**src/console_settings.svh**
```systemverilog
// Bus console settings
// Field widths and limits fixed by the board's switch array and slave count

`ifndef CONSOLE_SETTINGS_SVH
`define CONSOLE_SETTINGS_SVH

// switch array and address width
`define ADDR_LEN 12
// write data width
`define DATA_LEN 8
// burst count register width
`define BURST_LEN 13
// slave select width
`define SLAVE_LEN 2
// highest slave number on the bus
`define SLAVE_NUM 3
// burst length ceiling
`define BURST_MAX 4095

`endif
```
**src/bus_console_pkg.sv**
```systemverilog
// Bus console types
// Configuration steps, master selection and the per-master bus command

`include "console_settings.svh"

package bus_console_pkg;

	// operator configuration steps, shown on digit 4
	typedef enum logic [2:0]
	{
		idle_config    = 3'd0,
		select_master  = 3'd1,
		select_slave   = 3'd2,
		select_address = 3'd3,
		select_data    = 3'd4,
		select_burst   = 3'd5,
		finish         = 3'd6
	} config_state_e;

	typedef enum logic [1:0]
	{
		master_one = 2'd1,
		master_two = 2'd2
	} master_sel_e;

	typedef struct packed
	{
		logic [`SLAVE_LEN-1:0] slave;
		logic [`ADDR_LEN:0]    address;  // one spare bit above the switch width
		logic [`DATA_LEN-1:0]  data;
		logic [`BURST_LEN-1:0] burst_num;
	} bus_cmd_t;

endpackage

```
**src/display_if.sv**
```systemverilog
// Display interface
// Configuration view passed from the command FSM to the digit driver

`timescale 1ns/1ns

`include "console_settings.svh"

interface display_if;

	bus_console_pkg::config_state_e state;
	bus_console_pkg::master_sel_e   master;
	logic [`SLAVE_LEN-1:0]          slave;
	logic [`ADDR_LEN-1:0]           switches;

	modport source (output state, master, slave, switches);
	modport sink (input state, master, slave, switches);

endinterface

```
**src/panel_if.sv**
```systemverilog
// Panel interface
// Conditioned operator inputs, button pulses and synchronized levels

`timescale 1ns/1ns

`include "console_settings.svh"

interface panel_if;

	logic                 press1;    // one-cycle pulses
	logic                 press2;
	logic                 press3;
	logic                 mode;      // 1 is run
	logic                 rw1;
	logic                 rw2;
	logic [`ADDR_LEN-1:0] switches;

	modport source (output press1, press2, press3, mode, rw1, rw2, switches);
	modport sink (input press1, press2, press3, mode, rw1, rw2, switches);

endinterface

```
**src/bus_console_top.sv**
```systemverilog
// Bus console top level
// Operator console for the two-master bus board: panel input,
// command configuration and seven-segment display stages

`timescale 1ns/1ns

`include "console_settings.svh"

module bus_console_top
(
	input  logic                  reset,
	input  logic                  clk,
	input  logic                  button1,
	input  logic                  button2,
	input  logic                  button3,
	input  logic                  mode_switch,
	input  logic                  rw_switch1,
	input  logic                  rw_switch2,
	input  logic [`ADDR_LEN-1:0]  switch_array,
	output logic [6:0]            display1_pin,
	output logic [6:0]            display2_pin,
	output logic [6:0]            display3_pin,
	output logic [6:0]            display4_pin,
	output logic [3:0]            display_val4,
	output logic                  read1,
	output logic                  write1,
	output logic                  read2,
	output logic                  write2,
	output logic [`SLAVE_LEN-1:0] slave1,
	output logic [`ADDR_LEN:0]    address1,
	output logic [`DATA_LEN-1:0]  data1,
	output logic [`BURST_LEN-1:0] burst_num1,
	output logic [`SLAVE_LEN-1:0] slave2,
	output logic [`ADDR_LEN:0]    address2,
	output logic [`DATA_LEN-1:0]  data2,
	output logic [`BURST_LEN-1:0] burst_num2
);

	bus_console_pkg::bus_cmd_t cmd1;
	bus_console_pkg::bus_cmd_t cmd2;

	panel_if   i_panel_if ();
	display_if i_display_if ();

	panel_input i_panel_input
	(
		.reset(reset), .clk(clk),
		.button1(button1), .button2(button2), .button3(button3),
		.mode_switch(mode_switch), .rw_switch1(rw_switch1), .rw_switch2(rw_switch2),
		.switch_array(switch_array),
		.panel(i_panel_if.source)
	);

	command_processor i_command_processor
	(
		.reset(reset), .clk(clk),
		.panel(i_panel_if.sink), .view(i_display_if.source),
		.read1(read1), .write1(write1), .read2(read2), .write2(write2),
		.cmd1(cmd1), .cmd2(cmd2)
	);

	display_driver i_display_driver
	(
		.reset(reset), .clk(clk),
		.view(i_display_if.sink),
		.display1_pin(display1_pin), .display2_pin(display2_pin),
		.display3_pin(display3_pin), .display4_pin(display4_pin),
		.display_val4(display_val4)
	);

	assign slave1     = cmd1.slave;
	assign address1   = cmd1.address;
	assign data1      = cmd1.data;
	assign burst_num1 = cmd1.burst_num;
	assign slave2     = cmd2.slave;
	assign address2   = cmd2.address;
	assign data2      = cmd2.data;
	assign burst_num2 = cmd2.burst_num;

endmodule

```
**src/display_driver.sv**
```systemverilog
// Display driver
// Chooses the four digit values for the current configuration step
// and feeds them to the seven-segment encoders

`timescale 1ns/1ns

module display_driver
(
	input  logic       reset,
	input  logic       clk,
	display_if.sink    view,
	output logic [6:0] display1_pin,
	output logic [6:0] display2_pin,
	output logic [6:0] display3_pin,
	output logic [6:0] display4_pin,
	output logic [3:0] display_val4
);

	logic [3:0] val1;
	logic [3:0] val2;
	logic [3:0] val3;
	logic [3:0] val4;

	// idle covers run mode as well, so everything reads 0 there
	always_comb
	begin
		val1 = 4'h0;
		val2 = 4'h0;
		val3 = 4'h0;
		case (view.state)
			bus_console_pkg::select_master: val1 = {2'b00, view.master};
			bus_console_pkg::select_slave:  val1 = 4'(view.slave);
			bus_console_pkg::select_address, bus_console_pkg::select_burst:
			begin
				val1 = view.switches[3:0];
				val2 = view.switches[7:4];
				val3 = view.switches[11:8];
			end
			bus_console_pkg::select_data:
			begin
				val1 = view.switches[3:0];
				val2 = view.switches[7:4];
			end
			default: ;
		endcase
	end

	assign val4         = {1'b0, view.state};
	assign display_val4 = val4;  // for an external LCD

	seven_seg_encoder i_digit1 (.reset(reset), .clk(clk), .nibble(val1), .seven(display1_pin));
	seven_seg_encoder i_digit2 (.reset(reset), .clk(clk), .nibble(val2), .seven(display2_pin));
	seven_seg_encoder i_digit3 (.reset(reset), .clk(clk), .nibble(val3), .seven(display3_pin));
	seven_seg_encoder i_digit4 (.reset(reset), .clk(clk), .nibble(val4), .seven(display4_pin));

endmodule

```
**src/seven_seg_encoder.sv**
```systemverilog
// Seven-segment encoder
// Registered hex digit decoder, active-high segments, bit 0 is a, bit 6 is g

`timescale 1ns/1ns

module seven_seg_encoder
(
	input  logic       reset,
	input  logic       clk,
	input  logic [3:0] nibble,
	output logic [6:0] seven
);

	always_ff @(posedge reset or posedge clk)
	begin
		if (clk)
			seven <= 7'h3F;  // shows 0
		else
		begin
			case (nibble)
				4'h0: seven <= 7'h3F;
				4'h1: seven <= 7'h06;
				4'h2: seven <= 7'h5B;
				4'h3: seven <= 7'h4F;
				4'h4: seven <= 7'h66;
				4'h5: seven <= 7'h6D;
				4'h6: seven <= 7'h7D;
				4'h7: seven <= 7'h07;
				4'h8: seven <= 7'h7F;
				4'h9: seven <= 7'h6F;
				4'hA: seven <= 7'h77;
				4'hB: seven <= 7'h7C;
				4'hC: seven <= 7'h39;
				4'hD: seven <= 7'h5E;
				4'hE: seven <= 7'h79;
				default: seven <= 7'h71;
			endcase
		end
	end

endmodule

```
**src/command_processor.sv**
```systemverilog
// Command processor
// Configuration FSM that builds a bus command for either master from
// button presses, and turns presses into read/write strobes in run mode

`timescale 1ns/1ns

`include "console_settings.svh"

module command_processor
(
	input  logic                      reset,
	input  logic                      clk,
	panel_if.sink                     panel,
	display_if.source                 view,
	output logic                      read1,
	output logic                      write1,
	output logic                      read2,
	output logic                      write2,
	output bus_console_pkg::bus_cmd_t cmd1,
	output bus_console_pkg::bus_cmd_t cmd2
);

	bus_console_pkg::config_state_e state;
	bus_console_pkg::master_sel_e   master;
	bus_console_pkg::bus_cmd_t      scratch;
	logic                           any_press;

	// slave 1, address 0, data 0, burst 1
	function automatic bus_console_pkg::bus_cmd_t default_cmd();
		bus_console_pkg::bus_cmd_t c;
		c.slave     = `SLAVE_LEN'(1);
		c.address   = '0;
		c.data      = '0;
		c.burst_num = `BURST_LEN'(1);
		return c;
	endfunction

	assign any_press = panel.press1 | panel.press2 | panel.press3;

	// run mode strobes
	always_ff @(posedge reset or posedge clk)
	begin
		if (clk)
		begin
			read1  <= 1'b0;
			write1 <= 1'b0;
			read2  <= 1'b0;
			write2 <= 1'b0;
		end
		else
		begin
			read1  <= panel.mode & panel.press1 & panel.rw1;
			write1 <= panel.mode & panel.press1 & ~panel.rw1;
			read2  <= panel.mode & panel.press2 & panel.rw2;
			write2 <= panel.mode & panel.press2 & ~panel.rw2;
		end
	end

	always_ff @(posedge reset or posedge clk)
	begin
		if (clk)
		begin
			state   <= bus_console_pkg::idle_config;
			master  <= bus_console_pkg::master_one;
			scratch <= default_cmd();
			cmd1    <= default_cmd();
			cmd2    <= default_cmd();
		end
		else if (panel.mode)
		begin
			// leaving config mode drops whatever was entered
			state   <= bus_console_pkg::idle_config;
			master  <= bus_console_pkg::master_one;
			scratch <= default_cmd();
		end
		else
		begin
			case (state)
				bus_console_pkg::idle_config:
				begin
					master  <= bus_console_pkg::master_one;
					scratch <= default_cmd();
					if (any_press)
						state <= bus_console_pkg::select_master;
				end
				bus_console_pkg::select_master:
				begin
					if (panel.press3)
						state <= bus_console_pkg::select_slave;
					else if (panel.press1 | panel.press2)
						master <= (master == bus_console_pkg::master_one) ?
							bus_console_pkg::master_two : bus_console_pkg::master_one;
				end
				bus_console_pkg::select_slave:
				begin
					if (panel.press3)
						state <= bus_console_pkg::select_address;
					else if (panel.press1)
					begin
						if (scratch.slave >= `SLAVE_LEN'(`SLAVE_NUM))
							scratch.slave <= '0;
						else
							scratch.slave <= scratch.slave + `SLAVE_LEN'(1);
					end
					else if (panel.press2)
					begin
						// 0 and 1 both step down to the top slave
						if (scratch.slave <= `SLAVE_LEN'(1))
							scratch.slave <= `SLAVE_LEN'(`SLAVE_NUM);
						else
							scratch.slave <= scratch.slave - `SLAVE_LEN'(1);
					end
				end
				bus_console_pkg::select_address:
				begin
					if (any_press)
					begin
						scratch.address <= {1'b0, panel.switches};
						state           <= bus_console_pkg::select_data;
					end
				end
				bus_console_pkg::select_data:
				begin
					if (any_press)
					begin
						scratch.data <= panel.switches[`DATA_LEN-1:0];
						state        <= bus_console_pkg::select_burst;
					end
				end
				bus_console_pkg::select_burst:
				begin
					if (any_press)
					begin
						if (`BURST_LEN'(panel.switches) >= `BURST_LEN'(`BURST_MAX))
							scratch.burst_num <= `BURST_LEN'(`BURST_MAX);
						else
							scratch.burst_num <= `BURST_LEN'(panel.switches);
						state <= bus_console_pkg::finish;
					end
				end
				bus_console_pkg::finish:
				begin
					if (any_press)
					begin
						if (master == bus_console_pkg::master_one)
							cmd1 <= scratch;
						else
							cmd2 <= scratch;
						state   <= bus_console_pkg::idle_config;
						master  <= bus_console_pkg::master_one;
						scratch <= default_cmd();
					end
				end
				default:
				begin
					state <= bus_console_pkg::idle_config;
				end
			endcase
		end
	end

	assign view.state    = state;
	assign view.master   = master;
	assign view.slave    = scratch.slave;
	assign view.switches = panel.switches;

endmodule

```
**src/panel_input.sv**
```systemverilog
// Panel input stage
// Two-flop synchronizers on all operator inputs, plus rising-edge
// detection that turns each button press into a single-cycle pulse

`timescale 1ns/1ns

`include "console_settings.svh"

module panel_input
(
	input  logic                 reset,
	input  logic                 clk,
	input  logic                 button1,
	input  logic                 button2,
	input  logic                 button3,
	input  logic                 mode_switch,
	input  logic                 rw_switch1,
	input  logic                 rw_switch2,
	input  logic [`ADDR_LEN-1:0] switch_array,
	panel_if.source              panel
);

	logic [2:0]           btn_meta;
	logic [2:0]           btn_sync;
	logic [2:0]           btn_prev;
	logic [2:0]           press_q;
	logic [2:0]           lvl_meta;
	logic [2:0]           lvl_sync;
	logic [`ADDR_LEN-1:0] sw_meta;
	logic [`ADDR_LEN-1:0] sw_sync;

	always_ff @(posedge reset or posedge clk)
	begin
		if (clk)
		begin
			btn_meta <= '0;
			btn_sync <= '0;
			btn_prev <= '0;
			press_q  <= '0;
			lvl_meta <= '0;
			lvl_sync <= '0;
			sw_meta  <= '0;
			sw_sync  <= '0;
		end
		else
		begin
			btn_meta <= {button3, button2, button1};
			btn_sync <= btn_meta;
			btn_prev <= btn_sync;
			press_q  <= btn_sync & ~btn_prev;  // held button gives one pulse
			lvl_meta <= {rw_switch2, rw_switch1, mode_switch};
			lvl_sync <= lvl_meta;
			sw_meta  <= switch_array;
			sw_sync  <= sw_meta;
		end
	end

	assign panel.press1   = press_q[0];
	assign panel.press2   = press_q[1];
	assign panel.press3   = press_q[2];
	assign panel.mode     = lvl_sync[0];
	assign panel.rw1      = lvl_sync[1];
	assign panel.rw2      = lvl_sync[2];
	assign panel.switches = sw_sync;

endmodule

```
**config.mk**
```make
export PLATFORM = sky130hd
export DESIGN_NAME = bus_console_top
export DESIGN_NICKNAME = d
export VERILOG_FILES = /design/src/bus_console_pkg.sv /design/src/display_if.sv /design/src/panel_if.sv /design/src/bus_console_top.sv /design/src/display_driver.sv /design/src/seven_seg_encoder.sv /design/src/command_processor.sv /design/src/panel_input.sv
export VERILOG_INCLUDE_DIRS = /design/src /design/src/src
export SDC_FILE = /design/constraint.sdc
export NUM_CORES = 1
export LEC_CHECK = 0
export ABC_AREA = 1
export BUFFER_PORTS_ARGS = -buffer_cell sky130_fd_sc_hd__buf_2
export CAP_MARGIN = 20
export CORE_MARGIN = 4
export CORE_UTILIZATION = 45
export DETAILED_ROUTE_END_ITERATION = 7
export GPL_TIMING_DRIVEN = 1
export PLACE_DENSITY = 0.77
export REMOVE_ABC_BUFFERS = 1
export SYNTH_ARGS = -nofsm -noshare
export SYNTH_HDL_FRONTEND = slang
export SYNTH_SLANG_ARGS = --single-unit
```
**constraint.sdc**
```tcl
create_clock -name reset -period 5.5 [get_ports reset]
set_clock_uncertainty 0.15 [all_clocks]
set_input_delay 0.55 -clock reset [delete_from_list [all_inputs] [get_ports reset]]
set_output_delay 0.55 -clock reset [all_outputs]
set_load 0.02 [all_outputs]
```
==> metrics.txt, run 1 <==
Die Wd 139 µm; critical path, cell by cell inv_1, ha_1, nand2_4, nand2_4, inv_1, nor2_1, inv_1, ha_1, inv_1, o21ai_0, nand2_1, nand2_1; total design power between 3000 and 4000 µW; simple-gate share of the synthesized area 0.187; Final Slew Violations 0; DR vias/cell 4.78; post-layout util 0.539; largest family of logic cells by synthesized area simple AND/OR/NAND/NOR gates; # port buffers around 120; All-Layer GR Usage 0.167; postcts setup bufs 0; CP peak stage delay around 430 ps; RD Place Congestion between 0.9 and 1; DRC 0; XOR/XNOR share of the synthesized area 0; Die ar. between 15000 and 20000 µm²; period utilization 0.450; CTS root buffer clkbuf_16; largest net degree at the start of global routing 93; ant diodes 0; status finished, final reports clean; Compound-Gate Fraction of Synth Area 0.0993; CTS tree done; fmax around 400 MHz; Rows 47; H-tree Lvls 4; Yosys top cell area share 0.487; Setup crit end kind flip-flop; Yosys cell types 32; total congestion overflow 0; ratio of cells with drive above 1 in the final layout 0.271; Reg clk slew, reported paths 70 ps; Fill cells ~1500; post-synthesis mux area share 0; CP arrival roughly 2700 ps; count of final hold-check violations 0; post-synthesis register bit count around 180; Worst Hold Class input port to flip-flop; crit path max fanout 6; Iteration-0 DRC Markers roughly 330; I/O pin count 128; flop-to-flop setup slack 3030 ps; Buffers & Inverters on Critical Path 4; CTS Hold Bufs 0; later-pin clock latency in the skew report about 430 ps; Worst R2R Path Depth 12; first-pass GRT wire length 26200 µm; Inserted Clock Buffers 17; HP Start button2; Slowest-stage cell, CP dfrtp_1; Syn-to-layout area delta 16.7%; Placeable Area roughly 17000 µm²; Detailed Place HPWL approximately 11000 µm; Setup-failing EPs final 0; initial antenna violation count 0; Mapped Cells 785; leakage power 0.00455 µW; Rel. slew slack 0.463; adder-cell share of the synthesized area 0.0454; startpoint types flip-flop; Area contributors post-synth dfrtp_1, nand2_1, dfstp_2; Max Cap Viol 0; wire length per cell between 10 and 15 µm; nets 946; Hold Path Sink i_panel_input.btn_meta[1]; worst-margin pin slew 806 ps; vias in the first global route ~5300; most frequent cells in the layout nand2_1, dfrtp_1, buf_2; Sink Count 181; commonest non-fill, non-tap cell in the layout nand2_1; worst setup path class flip-flop to flip-flop; area leader, netlist dfrtp_1; Yosys warning count 0; 1st-pass router iterations 4; die height roughly 140 µm; syn_area_per_cell 9.83 µm²; DRT Wirelength approximately 16000 µm; worst reg2reg endpoint i_display_driver.i_digit3.seven[3]; post-synthesis sequential area ratio 0.592; unrepaired setup endpoints after global routing false; Worst EP required 5720 ps; R2R Path Start i_command_processor.view.state[1]; Final min period about 2500 ps; Clock Path Buffers 2; CTS-repair resized insts 0; ANT nets after route 0; Initial Util 0.462; hold path cells 1; most used cell, CP inv_1; delay-heaviest family, CP simple AND/OR/NAND/NOR gates; Synth Cell Area between 7000 and 8000 µm²; Pwr Density just over 400 nW/µm²; VDD IR max 0.255 mV; Via Count ~5400
==> per-layer routing <==
layer  vias up  GRT usage  routed length [µm]
met4         0     0.0551                 232
met3        18     0.0431                 730
met5         -          0                   0
met1      2569      0.231                7420
met2       134      0.261                7380
li1       2684          -                   -
==> worst register-to-register path: cells and delay by family (launching register included) <==
family	cells	cell delay, ps
flip-flops	1	430
buffers and inverters	4	390
AND/OR/NAND/NOR	5	670
AO/OA/AOI/OAI	1	160
adder cells (fa/ha/maj)	2	610
==> Yosys cell counts <==
master,count
a21oi_1,4
and3_1,2
buf_1,1
buf_2,5
buf_4,7
buf_6,13
clkbuf_1,8
conb_1,1
dfrtp_1,150
dfstp_2,31
ha_1,28
inv_1,80
inv_2,5
inv_4,1
nand2_1,229
nand2_2,10
nand2_4,6
nand3_1,29
nand3_2,2
nand3_4,3
nand3b_2,1
nand4_1,3
nor2_1,27
nor2_2,2
nor2_4,1
nor2_8,2
nor3_1,3
o21ai_0,65
o21ai_1,37
o21ai_2,26
o21bai_1,1
or2_2,2
==> flip-flops by register name, indices dropped and copies added, names as in the netlist, 7 cells and up <==
name / count
i_display_driver.i_digit2.seven: 7
i_panel_input.panel.switches: 12
i_panel_input.sw_meta: 12
i_display_driver.i_digit1.seven: 7
i_command_processor.scratch: 32
i_command_processor.cmd2: 34
i_command_processor.cmd1: 34
i_display_driver.i_digit4.seven: 7
i_display_driver.i_digit3.seven: 7
==> power by group <==
| group | total, µW | switching (µW) | internal [µW] |
|---|---|---|---|
| registers | 1590 | 77.1 | 1510 |
| logic | 834 | 595 | 239 |
| clock network | 1290 | 519 | 769 |
| total | 3710 | 1190 | 2520 |
==> through the flow <==
step / setup WS [ps] / hold WS, ps / cell area, µm² / TNS (ps) / instances
detailed placement: 3040 / 185 / 8380 / 0 / 1099
floorplan: -64.0 / 181 / 7470 / -9600 / 755
finish: 3030 / 73.4 / 9000 / 0 / 1131
CTS: 3010 / 55.0 / 9000 / 0 / 1131
global placement: 3120 / 182 / 8380 / 0 / 1099
global route: 2760 / 45.4 / 9000 / 0 / 1131
==> how the worst max path moves through the flow <==
stage	to	cells after the start	slack [ps]	start
final	i_display_driver.i_digit3.seven[3]	12	3030	i_command_processor.view.state[1]
after global routing	i_command_processor.cmd2[8]	6	2760	i_command_processor.view.state[0]
after floorplan	i_command_processor.cmd1[10]	1	-60	clk
after CTS	i_command_processor.cmd2[16]	6	3010	i_command_processor.view.state[0]
after global placement	i_command_processor.scratch[22]	7	3120	i_panel_input.lvl_sync[0]
after detailed placement	i_command_processor.cmd2[14]	6	3040	i_command_processor.view.state[0]
==> kinds of logic after synthesis <==
group | count (synthesis)
buffers and inverters | 120
DFF | 181
other | 1
AOI/OAI and AO/OA | 133
adders and majority gates | 28
and+or+nand+nor | 322
==> final cells by class <==
| type | count | area [µm²] | share of cell area |
|---|---|---|---|
| sequential | 181 | 4570 | 0.507 |
| multi-input combinational | 488 | 2580 | 0.286 |
| timing repair buffer | 124 | 626 | 0.0695 |
| clock buffer | 19 | 433 | 0.0481 |
| inverter | 86 | 330 | 0.0367 |
| tap | 220 | 275 | 0.0306 |
| clock inverter | 13 | 195 | 0.0217 |
Power figures use the tool's default switching activity.
==> run 2, diff against run 1 <==
clock period = 2.2 ns   (was 5.5 ns; I/O delays follow)
==> run 2 against run 1 <==
Global-route usage rose by 0.52 points. Critical path depth is 1 higher. Power rose to 2.5 times the previous value. Sequential share of layout area decreased by 2.5 points. Clock-buffer cell count fell by 1. Worst hold slack gained 130 ps. Die area stayed put. Via count grew 2.6%. Wire length increased by 2.6%. Largest cell class unchanged. Largest power group unchanged.
==> metrics.txt, run 2 (same netlist as run 1, synthesis figures left out) <==
status finished, final reports clean; Sink Count between 150 and 200; Worst EP required ~2400 ps; Setup-failing EPs final 0; ANT nets after route 0; vias in the first global route roughly 5600; later-pin clock latency in the skew report 420 ps; R2R Path Start i_command_processor.view.state[0]; count of final hold-check violations 0; Syn-to-layout area delta 22.9%; Fill cells approximately 1500; leakage power 0.00475 µW; most used cell, CP nand2_1; total design power approximately 9400 µW; Placeable Area between 15000 and 20000 µm²; Pwr Density between 900 and 1000 nW/µm²; pre-CTS setup slack -36.5 ps; DRT Wirelength ~16000 µm; DRC 0; Max Cap Viol 0; H-tree Lvls 4; CP arrival between 2000 and 2500 ps; Iteration-0 DRC Markers ~400; Die ar. ~19000 µm²; Final Slew Violations 0; Setup crit end kind flip-flop; ratio of cells with drive above 1 in the final layout 0.297; total congestion overflow 0; largest net degree at the start of global routing 56; ant diodes 0; CTS tree done; Die Wd ~140 µm; startpoint types flip-flop; crit path max fanout 5; commonest non-fill, non-tap cell in the layout nand2_1; Via Count ~5500; crit path from i_command_processor.view.state[0]; All-Layer GR Usage 0.173; 1st-pass router iterations 5; CP peak stage delay between 400 and 500 ps; Worst Hold Class flip-flop to flip-flop; fmax around 480 MHz; most frequent cells in the layout nand2_1, dfrtp_1, buf_2; Top Registers i_command_processor.cmd1 x34, i_command_processor.cmd2 x34, i_command_processor.scratch x32; Slowest-stage cell, CP dfrtp_2; worst setup path class flip-flop to flip-flop; RD Place Congestion approximately 0.88; Inserted Clock Buffers 17; wire length per cell approximately 14 µm; Final min period 2090 ps; Initial Util 0.462; period utilization 0.951; VDD IR max ~0.72 mV; post-place instance area approximately 8600 µm²; Clock Path Buffers 2; nets slightly below 1000; Post-Layout Inst Area ~9500 µm²; first-pass GRT wire length ~27000 µm; die height 139 µm; I/O pin count between 100 and 150; Reg clk slew, reported paths roughly 70 ps; initial antenna violation count 0; CTS root buffer clkbuf_16; # port buffers 122; final worst slack ~110 ps; Detailed Place HPWL between 10000 and 15000 µm; DR vias/cell ~4.7; Rows 47; critical path, cell by cell inv_4, ha_1, inv_1, nor2_4, nand2_1, nand2_1, inv_1, nand2_2, inv_2, ha_1, nand2_1, nand2_1, o21ai_0; HP Start i_panel_input.sw_meta[6]
run 2: changes by cell type in the layout (fill, tap and decap cells not counted), sizes merged:
cell         previous run  this run
buf                   124       143
bufinv                  4         1
clkbuf                 19        18
clkinv                  2         3
clkinvlp                2         1
dlygate4sd3             0        19
inv                    91        95
run 2: metrics by stage:
stage	TNS, ps	utilization	cells	hold WS, ps
after detailed placement	-36.5	0.517	1118	126
after global routing	-12.9	0.567	1169	203
after floorplan	-507400	-	755	101
after CTS	0	0.564	1169	201
final	0	0.567	1169	199
after global placement	0	0.517	1118	120
run 2: final cells by class:
type,count,area [µm²],share of cell area
Tap cell,220,275,0.0290
Clock buffer,18,439,0.0463
Timing Repair Buffer,162,1070,0.113
Inverter,86,333,0.0351
Sequential cell,181,4570,0.482
Multi-Input combinational cell,488,2640,0.278
Clock inverter,14,153,0.0161
run 2: path summary, 6_finish.rpt:
check,endpoint,slack (ps),depth (start not counted)
hold reg to reg,i_panel_input.panel.switches[6],200,0
max in group asynchronous,i_display_driver.i_digit3.seven[2],980,4
setup reg to reg,i_display_driver.i_digit1.seven[3],110,13
min in group asynchronous,i_command_processor.cmd2[11],220,3
setup / recovery,i_display_driver.i_digit1.seven[3],110,13
hold / removal,i_panel_input.panel.switches[6],200,0
run 2: routing by layer:
| metal | share of wire | GRT usage | up-vias |
|---|---|---|---|
| met5 | 0 | 0 | - |
| met4 | 0.021 | 0.0602 | 0 |
| met3 | 0.046 | 0.0359 | 26 |
| met2 | 0.47 | 0.277 | 139 |
| met1 | 0.46 | 0.235 | 2617 |
| li1 | - | - | 2766 |
run 2: power breakdown:
part	switching (µW)	leakage (µW)	internal, µW
sequential	207	0.00232	3790
clock	1370	0.000290	1640
combinational	1570	0.00214	788
total	3150	0.00475	6220
run 2: what timing repair did:
action | 4_1_cts | 5_1_grt
gates resized for setup | 2 | 18
hold endpoints to repair | 58 | 0
buffers inserted | 0 | 0
cloned | 0 | 0
hold buffers | 19 | 0
endpoints found under the setup margin | 3 | 16
run 2: critical path: cells and delay by family (launching register included):
family	cells	cell delay (ps)
DFF	1	480
AOI/OAI and AO/OA	1	170
adders and majority gates	2	370
buffers and inverters	4	320
and+or+nand+nor	6	510
